## src/common/mem_sys_macros.svh

```systemverilog
`ifndef MEM_SYS_MACROS_SVH
`define MEM_SYS_MACROS_SVH

// Bus widths
`define MS_ADDR_W   32
`define MS_DATA_W   32

// Direct mapped geometry, one word per line
`define MS_LINES    16
`define MS_INDEX_W  4
`define MS_OFFSET_W 2   // Byte offset inside a word

// What is left of the address for the tag
`define MS_TAG_W    (`MS_ADDR_W - `MS_INDEX_W - `MS_OFFSET_W)

`endif

```

## src/common/mem_sys_pkg.sv

```systemverilog
`default_nettype none
`include "mem_sys_macros.svh"

package mem_sys_pkg;

   // Byte address as the caches see it
   typedef struct packed {
      logic [`MS_TAG_W-1:0]    tag;
      logic [`MS_INDEX_W-1:0]  index;
      logic [`MS_OFFSET_W-1:0] offset;
   } cache_addr_t;

   typedef struct packed {
      logic        rd;
      cache_addr_t addr;
   } ic_req_t;

   // At most one of rd and wr high
   typedef struct packed {
      logic                  rd;
      logic                  wr;
      cache_addr_t           addr;
      logic [`MS_DATA_W-1:0] wdata;
   } dc_req_t;

   typedef struct packed {
      logic                  hit;   // Low means stall
      logic [`MS_DATA_W-1:0] data;
   } cache_rsp_t;

   // Cache miss or write towards the arbiter, held until ack
   typedef struct packed {
      logic                  req;
      logic                  we;
      logic [`MS_ADDR_W-1:0] addr;
      logic [`MS_DATA_W-1:0] wdata;
   } mem_req_t;

   typedef struct packed {
      logic                  ack;   // Single cycle pulse
      logic [`MS_DATA_W-1:0] rdata;
   } mem_rsp_t;

   typedef struct packed {
      logic                  cyc;
      logic                  stb;
      logic                  we;
      logic [`MS_ADDR_W-1:0] adr;
      logic [`MS_DATA_W-1:0] dat;
   } wb_m2s_t;

   typedef struct packed {
      logic                  ack;
      logic [`MS_DATA_W-1:0] dat;
   } wb_s2m_t;

endpackage

`default_nettype wire

```

## src/cache/cache_array.sv

```systemverilog
`timescale 1ns/10ps
`default_nettype none
`include "mem_sys_macros.svh"

module cache_array
   import mem_sys_pkg::*;
(
   input  logic                  clk,
   input  logic                  mem_wb_reset,
   input  cache_addr_t           lookup_addr,
   input  logic                  fill,
   input  logic                  upd,
   input  logic [`MS_DATA_W-1:0] wdata,
   output logic                  hit,
   output logic [`MS_DATA_W-1:0] rdata
);

   logic [`MS_LINES-1:0]  valid;
   logic [`MS_TAG_W-1:0]  tags  [`MS_LINES];
   logic [`MS_DATA_W-1:0] words [`MS_LINES];

   // Lookup is purely combinational
   assign hit   = valid[lookup_addr.index] && (tags[lookup_addr.index] == lookup_addr.tag);
   assign rdata = words[lookup_addr.index];

   always_ff @(posedge clk) begin
      if (mem_wb_reset) begin
         valid <= '0;
      end else if (fill) begin
         valid[lookup_addr.index] <= 1'b1;
      end
   end

   // Tag and data storage
   always_ff @(posedge clk) begin
      if (fill) begin
         tags[lookup_addr.index]  <= lookup_addr.tag;
         words[lookup_addr.index] <= wdata;
      end else if (upd && hit) begin
         words[lookup_addr.index] <= wdata;   // Write through a line already present
      end
   end

endmodule

`default_nettype wire

```

## src/cache/icache.sv

```systemverilog
`timescale 1ns/10ps
`default_nettype none
`include "mem_sys_macros.svh"

module icache
   import mem_sys_pkg::*;
(
   input  logic       clk,
   input  logic       mem_wb_reset,
   input  ic_req_t    ic_req,
   input  mem_rsp_t   mem_rsp,
   output cache_rsp_t ic_rsp,
   output mem_req_t   mem_req
);

   typedef enum logic {
      st_idle,
      st_refill
   } state_t;

   state_t                state;
   logic                  arr_hit;
   logic [`MS_DATA_W-1:0] arr_rdata;
   logic                  fill;

   cache_array cache_array_i (
      .clk          (clk),
      .mem_wb_reset (mem_wb_reset),
      .lookup_addr  (ic_req.addr),
      .fill         (fill),
      .upd          (1'b0),            // Read only
      .wdata        (mem_rsp.rdata),
      .hit          (arr_hit),
      .rdata        (arr_rdata)
   );

   assign fill = (state == st_refill) && mem_rsp.ack;

   always_ff @(posedge clk) begin
      if (mem_wb_reset) begin
         state <= st_idle;
      end else begin
         case (state)
            st_idle: begin
               if (ic_req.rd && !arr_hit) begin
                  state <= st_refill;
               end
            end
            st_refill: begin
               if (mem_rsp.ack) begin
                  state <= st_idle;   // Line is written on this edge
               end
            end
            default: state <= st_idle;
         endcase
      end
   end

   always_comb begin
      ic_rsp.hit    = ic_req.rd && arr_hit;
      ic_rsp.data   = arr_rdata;

      // Word aligned read of the missing line
      mem_req.req   = (state == st_refill);
      mem_req.we    = 1'b0;
      mem_req.addr  = {ic_req.addr.tag, ic_req.addr.index, {`MS_OFFSET_W{1'b0}}};
      mem_req.wdata = '0;
   end

endmodule

`default_nettype wire

```

## src/cache/dcache.sv

```systemverilog
`timescale 1ns/10ps
`default_nettype none
`include "mem_sys_macros.svh"

module dcache
   import mem_sys_pkg::*;
(
   input  logic       clk,
   input  logic       mem_wb_reset,
   input  dc_req_t    dc_req,
   input  mem_rsp_t   mem_rsp,
   output cache_rsp_t dc_rsp,
   output mem_req_t   mem_req
);

   typedef enum logic [1:0] {
      st_idle,
      st_refill,
      st_write,
      st_done
   } state_t;

   state_t                state;
   logic                  arr_hit;
   logic [`MS_DATA_W-1:0] arr_rdata;
   logic [`MS_DATA_W-1:0] arr_wdata;
   logic                  fill;
   logic                  upd;

   cache_array cache_array_i (
      .clk          (clk),
      .mem_wb_reset (mem_wb_reset),
      .lookup_addr  (dc_req.addr),
      .fill         (fill),
      .upd          (upd),
      .wdata        (arr_wdata),
      .hit          (arr_hit),
      .rdata        (arr_rdata)
   );

   assign fill = (state == st_refill) && mem_rsp.ack;
   assign upd  = (state == st_write) && mem_rsp.ack;   // Array ignores it on a miss

   // Refill data from memory, store data from the requester
   assign arr_wdata = (state == st_write) ? dc_req.wdata : mem_rsp.rdata;

   always_ff @(posedge clk) begin
      if (mem_wb_reset) begin
         state <= st_idle;
      end else begin
         case (state)
            st_idle: begin
               if (dc_req.rd && !arr_hit) begin
                  state <= st_refill;
               end else if (dc_req.wr) begin
                  state <= st_write;   // Every store goes to memory
               end
            end
            st_refill: begin
               if (mem_rsp.ack) begin
                  state <= st_idle;
               end
            end
            st_write: begin
               if (mem_rsp.ack) begin
                  state <= st_done;
               end
            end
            st_done: state <= st_idle;   // One cycle of hit for the store
            default: state <= st_idle;
         endcase
      end
   end

   always_comb begin
      dc_rsp.hit    = ((state == st_idle) && dc_req.rd && arr_hit) || (state == st_done);
      dc_rsp.data   = arr_rdata;

      mem_req.req   = (state == st_refill) || (state == st_write);
      mem_req.we    = (state == st_write);
      mem_req.addr  = {dc_req.addr.tag, dc_req.addr.index, {`MS_OFFSET_W{1'b0}}};
      mem_req.wdata = dc_req.wdata;
   end

endmodule

`default_nettype wire

```

## src/rtl/mem_arbiter.sv

```systemverilog
`timescale 1ns/10ps
`default_nettype none
`include "mem_sys_macros.svh"

module mem_arbiter
   import mem_sys_pkg::*;
(
   input  logic     clk,
   input  logic     mem_wb_reset,
   input  mem_req_t ic_mem_req,
   input  mem_req_t dc_mem_req,
   input  wb_s2m_t  wb_i,
   output mem_rsp_t ic_mem_rsp,
   output mem_rsp_t dc_mem_rsp,
   output wb_m2s_t  wb_o
);

   logic                  cyc;        // Also marks the grant as held
   logic                  owner_dc;   // Which cache holds the grant
   logic                  we_q;
   logic [`MS_ADDR_W-1:0] adr_q;
   logic [`MS_DATA_W-1:0] dat_q;
   mem_req_t              sel_req;

   // Data cache wins a tie
   assign sel_req = dc_mem_req.req ? dc_mem_req : ic_mem_req;

   always_ff @(posedge clk) begin
      if (mem_wb_reset) begin
         cyc      <= 1'b0;
         owner_dc <= 1'b0;
      end else if (!cyc) begin
         if (sel_req.req) begin
            cyc      <= 1'b1;
            owner_dc <= dc_mem_req.req;
         end
      end else if (wb_i.ack) begin
         cyc <= 1'b0;   // Release, bus rests one cycle
      end
   end

   // Bus fields captured with the grant, fixed until ack
   always_ff @(posedge clk) begin
      if (!cyc) begin
         we_q  <= sel_req.we;
         adr_q <= sel_req.addr;
         dat_q <= sel_req.wdata;
      end
   end

   always_comb begin
      wb_o.cyc = cyc;
      wb_o.stb = cyc;   // Classic cycle, no bursts
      wb_o.we  = we_q;
      wb_o.adr = adr_q;
      wb_o.dat = dat_q;

      // Ack and data go back to the owner only
      dc_mem_rsp.ack   = cyc && owner_dc && wb_i.ack;
      dc_mem_rsp.rdata = owner_dc ? wb_i.dat : '0;
      ic_mem_rsp.ack   = cyc && !owner_dc && wb_i.ack;
      ic_mem_rsp.rdata = owner_dc ? '0 : wb_i.dat;
   end

endmodule

`default_nettype wire

```

## src/rtl/mem_sys_top.sv

```systemverilog
`timescale 1ns/10ps
`default_nettype none

module mem_sys_top
   import mem_sys_pkg::*;
(
   input  logic       clk,
   input  logic       mem_wb_reset,
   input  ic_req_t    ic_req,
   input  dc_req_t    dc_req,
   input  wb_s2m_t    wb_i,
   output cache_rsp_t ic_rsp,
   output cache_rsp_t dc_rsp,
   output wb_m2s_t    wb_o
);

   // Miss traffic between caches and arbiter
   mem_req_t ic_mem_req;
   mem_req_t dc_mem_req;
   mem_rsp_t ic_mem_rsp;
   mem_rsp_t dc_mem_rsp;

   icache icache_i (
      .clk          (clk),
      .mem_wb_reset (mem_wb_reset),
      .ic_req       (ic_req),
      .mem_rsp      (ic_mem_rsp),
      .ic_rsp       (ic_rsp),
      .mem_req      (ic_mem_req)
   );

   dcache dcache_i (
      .clk          (clk),
      .mem_wb_reset (mem_wb_reset),
      .dc_req       (dc_req),
      .mem_rsp      (dc_mem_rsp),
      .dc_rsp       (dc_rsp),
      .mem_req      (dc_mem_req)
   );

   // Single external memory bus
   mem_arbiter mem_arbiter_i (
      .clk          (clk),
      .mem_wb_reset (mem_wb_reset),
      .ic_mem_req   (ic_mem_req),
      .dc_mem_req   (dc_mem_req),
      .wb_i         (wb_i),
      .ic_mem_rsp   (ic_mem_rsp),
      .dc_mem_rsp   (dc_mem_rsp),
      .wb_o         (wb_o)
   );

endmodule

`default_nettype wire

```

## config.mk

```make
export PLATFORM = sky130hd
export DESIGN_NAME = mem_sys_top
export DESIGN_NICKNAME = d
export VERILOG_FILES = /design/src/common/mem_sys_pkg.sv /design/src/cache/cache_array.sv /design/src/cache/icache.sv /design/src/cache/dcache.sv /design/src/rtl/mem_arbiter.sv /design/src/rtl/mem_sys_top.sv
export VERILOG_INCLUDE_DIRS = /design/src /design/src/common
export SDC_FILE = /design/constraint.sdc
export NUM_CORES = 2
export LEC_CHECK = 0
export ABC_CLOCK_PERIOD_IN_PS = 8590
export BUFFER_PORTS_ARGS = -buffer_cell sky130_fd_sc_hd__buf_4
export CORE_UTILIZATION = 50
export CTS_CLUSTER_SIZE = 25
export DETAILED_ROUTE_END_ITERATION = 7
export PLACE_DENSITY_LB_ADDON = 0.12
export SYNTH_ARGS = -nofsm -noshare
export SYNTH_HDL_FRONTEND = slang
export SYNTH_SLANG_ARGS = --single-unit
```

## constraint.sdc

```tcl
create_clock -name clk -period 8.59 [get_ports clk]
set_input_delay 0.859 -clock clk [delete_from_list [all_inputs] [get_ports clk]]
set_output_delay 0.859 -clock clk [all_outputs]
set_load 0.05 [all_outputs]
```

* Yosys cells after proc, flatten, opt, wreduce, memory -nomap -nowiden
Memory sizes are Yosys's and may differ from the RTL's.
Index checks and enable logic that the tools add are counted.
** Storage, ports and cells
- Register bits after elaboration :: 102
- Memory bits (writable) :: 1856
- Output and inout bits :: 133
- Memories :: 4
** Memory list
- dcache_i.cache_array_i.words :: depth 16, bits a word 32, read ports 1, clocked after memory_dff 0, wr ports 1, RTL line cache_array.sv:20 : logic [`MS_DATA_W-1:0] words [`MS_LINES];
- icache_i.cache_array_i.words :: depth 16, bits a word 32, read ports 1, clocked after memory_dff 0, wr ports 1, RTL line cache_array.sv:20
- dcache_i.cache_array_i.tags :: depth 16, bits a word 26, read ports 1, clocked after memory_dff 0, wr ports 1, RTL line cache_array.sv:19 : logic [`MS_TAG_W-1:0] tags [`MS_LINES];
- icache_i.cache_array_i.tags :: depth 16, bits a word 26, read ports 1, clocked after memory_dff 0, wr ports 1, RTL line cache_array.sv:19
** Operators by class
- Magnitude comparators :: 4
- Equal/unequal tests :: 8
- Muxes and demuxes :: 31
- Bitwise gates (word level) :: 5
- Reduce and logical (&&, ||, !) cells :: 25
** Operator list (count)
- 2-to-1 mux 32 bit :: 4
- 2-to-1 mux 66 bit :: 1
- == test 26 bit :: 2
- OR 16 bit :: 2
- logical AND 1 bit :: 17
- 2-to-1 mux 1 bit :: 16
- < comparator 4 x 5 -> 1 bit, second input constant :: 2
- binary-select mux 1 bit (select 4 bit) :: 2
- demux 1 bit (select 4 bit) :: 2
- greater-or-equal comparator 4 x 1 -> 1 bit, second input constant :: 2
- 2-to-1 mux 2 bit :: 4
- case mux 2 bit (4 select lines) :: 1
- == test 2 bit, second input constant :: 2
- zero test 1 bit :: 3
- != test 3 x 2 -> 1 bit, second input constant :: 1
- AND reduction 3 bit :: 1
- == test 2 x 1 -> 1 bit, second input constant :: 1
- zero test 2 bit :: 1
- logical OR 1 bit :: 2
- != test 2 x 1 -> 1 bit, second input constant :: 1
- != test 2 bit, second input constant :: 1
- NOT 1 bit :: 2
- case mux 1 bit (2 select lines) :: 1
- AND reduction 2 bit :: 1
- OR 1 bit :: 1

* Longest topological paths before layout
- Depth after elaboration :: 8
- Depth in mapped cells :: 15
- Mapped depth without buffers :: 8

* Modules after synthesis
A second synthesis with hierarchy kept.
** Unflattened totals
- Cells, all modules :: 3656
- Area, all modules :: 78373.9 sq um
** By module, submodules not included
- cache_array at dcache_i.cache_array_i :: instances 1, cells an instance 1617, area an instance 36736.5 sq um, sequential area each 28187.0 sq um
- cache_array at icache_i.cache_array_i :: instances 1, cells an instance 1617, area an instance 36666.4 sq um, sequential area each 28187.0 sq um
- mem_arbiter :: instances 1, cells an instance 223, area an instance 3298.2 sq um, sequential area each 1991.9 sq um
- dcache :: instances 1, cells an instance 126, area an instance 1118.6 sq um, sequential area each 40.0 sq um
- icache :: instances 1, cells an instance 73, area an instance 554.3 sq um, sequential area each 20.0 sq um

* Worst setup path before layout
OpenSTA, ideal clock, no wires.
- Path type :: input to register
- From :: input ic_req[3] in the netlist's numbering
- To :: memory icache_i.cache_array_i.tags[3][0] in the netlist's numbering (enable)
- Data arrival time :: 6.545 ns
- Data required time :: 8.043 ns
- Setup slack :: 1.498 ns
- Cell stages on the path :: 7
- Cell sequence :: clkbuf_1 clkbuf_1 clkbuf_1 clkbuf_1 clkbuf_1 nand3_1 nor3_1
** RTL lines
- start, declared :: RTL line mem_sys_top.sv:9 : input ic_req_t ic_req,
- end, declared :: RTL line cache_array.sv:19
No word-level cell before the write port.

==> flow_summary.json <==
{
  "postLayoutCellArea_um2": 86860,
  "clk_transition_reported_paths_ps": 60,
  "cts_buffer_depth": 3,
  "vias_per_cell": 6.276,
  "r2r-start": "dcache_i.cache_array_i.tags[15][24]",
  "worstMarginPinSlew_ps": 1338,
  "cts_buffers": 193,
  "vias": 37240,
  "die_area_um2": 153700,
  "overflow": 0,
  "p_per_area_nw_per_um2": 256.4,
  "io_buffers": 260,
  "status": "finished, final reports clean",
  "final_net_count": 3891,
  "grt_pass1_wl_mm": 279.9,
  "p_leak_nw": 27.74,
  "start_kind": "input port",
  "postRouteAntennaNets": 0,
  "worstPathArrival_ps": 5220,
  "rsz0062_at_grt": "false",
  "slew_viol_final": 0,
  "dpl_cell_area_um2": 80770,
  "cts_resized": 0,
  "relSlewSlack_pct": 10.17,
  "layout_commonest_cell": "edfxtp_1",
  "yosysWarnings": 0,
  "drt_first_iter_violations": 4111,
  "fillers": 10860,
  "fin_crit_sh_pct": 70.79,
  "place.detailed.hpwl_mm": 113.6,
  "maxCapViolations": 0,
  "worstPathMaxFanout": 96,
  "cp.required_ps": 7730,
  "ys_async_sr_fraction_pct": 0,
  "grt_max_degree": 122,
  "drc": 0,
  "clockRootBuffer": "clkbuf_16",
  "fin_setup_tns_ps": 0,
  "ctsHoldBuffers": 0,
  "netlist_area_um2": 76070,
  "yosys.area.top_type": "edfxtp_1",
  "cp-end-kind": "primary output",
  "critical_path.startpoint": "dc_req[34]",
  "gp_congestion": 0.8406,
  "rr_worst_depth": 9,
  "initial_core_util_pct": 50.55,
  "reg2reg_slack_ps": 4140,
  "max_freq_ghz": 0.1645,
  "post_drt_wl_per_cell_um": 33.33,
  "numClockSinks": 1956,
  "synth-seq-cells": 1956,
  "r2r-end": "dcache_i.cache_array_i.words[8][2]",
  "dr.pass1.iters": 6,
  "synthCells": 3383,
  "syn_to_final_growth_pct": 14.18,
  "htreeDepth": 4,
  "fp.dieH_um": 392.1,
  "peakVddDrop_mv": 0.2329,
  "ios": 267,
  "ys_types": 67,
  "antenna_found_initial": 25,
  "drive_gt1_share_pct": 32.75,
  "crit_type": "in2out",
  "row_count": 142,
  "coreArea_um2": 150500,
  "drt_wl_total_mm": 197.8,
  "ys.flop_type": "edfxtp_1",
  "crit_end": "dc_rsp[32]",
  "final_cell_mix": "edfxtp_1, mux4_2, buf_4, clkbuf_16, nor2_1",
  "setup_viol": 0,
  "hold_viol_final": 0,
  "period_minus_slack_ps": 6081,
  "grt_pass1_vias": 38070,
  "track_usage_pct": 26.24,
  "die_w_um": 392.1,
  "ys_seq_area_share_pct": 76.72,
  "clock_latency_ps": 830,
  "synth_area_per_cell_um2": 22.49,
  "hold_depth": 2,
  "fin_skew_ps": 32.88,
  "synth_area_leaders": "edfxtp_1, mux4_2, dfxtp_1, mux2i_1, mux2_2",
  "cts_tree": "built",
  "cts_setup_buffers": 0,
  "synth_top_cell_area_share_pct": 75.75,
  "min_path_type": "in2reg",
  "synth_edf_count": 1919
}
## final cells by class
| type | count | area, um2 | share of cell area (%) |
|---|---|---|---|
| sequential | 1956 | 58370 | 67.20 |
| clock buffer | 242 | 5117 | 5.892 |
| inverter | 22 | 83.83 | 0.09651 |
| clock inverter | 111 | 957.2 | 1.102 |
| timing repair buffer | 357 | 2735 | 3.149 |
| multi-input combinational | 1223 | 17060 | 19.64 |
| tap | 2016 | 2522 | 2.904 |
| antenna | 7 | 17.52 | 0.02017 |
## worst max-delay path, stage by stage
cell and delay, ps:
buf_8 610, buf_12 580, mux2_2 410, o22ai_1 240
nor3_1 100, or3_1 360, or4_1 590, a21o_1 220
nor4_4 500, a31o_2 350, buf_4 240
## per-layer routing
metal | global-route usage (%) | vias up | part of all wire, %
met1 | 38.12 | 20110 | 41
met3 | 5.943 | 283 | 9.7
li1 | - | 15030 | -
met2 | 40.20 | 1801 | 47
met4 | 7.464 | 22 | 2.7
met5 | 0 | - | 0.069
## Yosys cell counts (all sizes together), types with 37 or more instances
cell type,count
nand2,80
dfxtp,37
buf,92
o21ai,40
nor2b,37
nor2,109
clkbuf,91
xnor2,38
and2,39
edfxtp,1919
mux2,54
mux2i,61
mux4,544
## flip-flops by register name, indices dropped and copies added, names as in the netlist, 16 cells and up
signal and count:
dcache_i.cache_array_i.valid 16, icache_i.cache_array_i.tags 416, dcache_i.cache_array_i.words 512, icache_i.cache_array_i.valid 16
icache_i.cache_array_i.words 512, mem_arbiter_i.dat_q 32, dcache_i.cache_array_i.tags 416, mem_arbiter_i.adr_q 30
## power breakdown
part           leakage, nW  internal, mW  switching, mW
logic                 6.98         0.800           2.07
clock network         2.99          4.63           3.49
registers             17.8          11.2          0.111
## metrics by stage
| step | hold WS, ps | power (mW) | setup slack, ps | cells | util, % |
|---|---|---|---|---|---|
| CTS | 276.8 | 22.41 | 2490 | 5927 | 57.71 |
| global placement | 445.1 | 14.24 | 2469 | 5574 | 53.67 |
| detailed placement | 455.9 | 14.35 | 2349 | 5574 | 53.67 |
| finish | 322.0 | 22.27 | 2509 | 5934 | 57.72 |
| global route | 302.5 | 22.91 | 2260 | 5928 | 57.71 |
| floorplan | 434.8 | 13.18 | 1498 | 3384 | - |
## how the worst min path moves through the flow
stage / start / end / slack (ps)
2_1_floorplan: dcache_i.cache_array_i.valid[10] / dcache_i.cache_array_i.valid[10] / 430
3_3_place_gp: dcache_i.cache_array_i.valid[4] / dcache_i.cache_array_i.valid[4] / 450
3_5_place_dp: icache_i.cache_array_i.valid[6] / icache_i.cache_array_i.valid[6] / 460
4_1_cts: dc_req[10] / mem_arbiter_i.dat_q[10] / 280
5_1_grt: dc_req[10] / mem_arbiter_i.dat_q[10] / 300
6_report: dc_req[10] / mem_arbiter_i.dat_q[10] / 320
## cells by family (layout without fill, tap and decap cells)
kind of cell / count (synthesis) / count (layout) / synth area share [%]
xor gates and xnor gates: 40 / 40 / 0.4605
DFF: 1956 / 1956 / 76.72
other: 1 / 9 / 0.004930
muxes: 659 / 659 / 17.74
and+or+nand+nor: 368 / 368 / 2.378
AOI/OAI and AO/OA: 150 / 150 / 1.334
buffers and inverters: 205 / 732 / 1.290
adders and majority gates: 4 / 4 / 0.06579
Note: power is estimated with default switching activity, not from simulation.
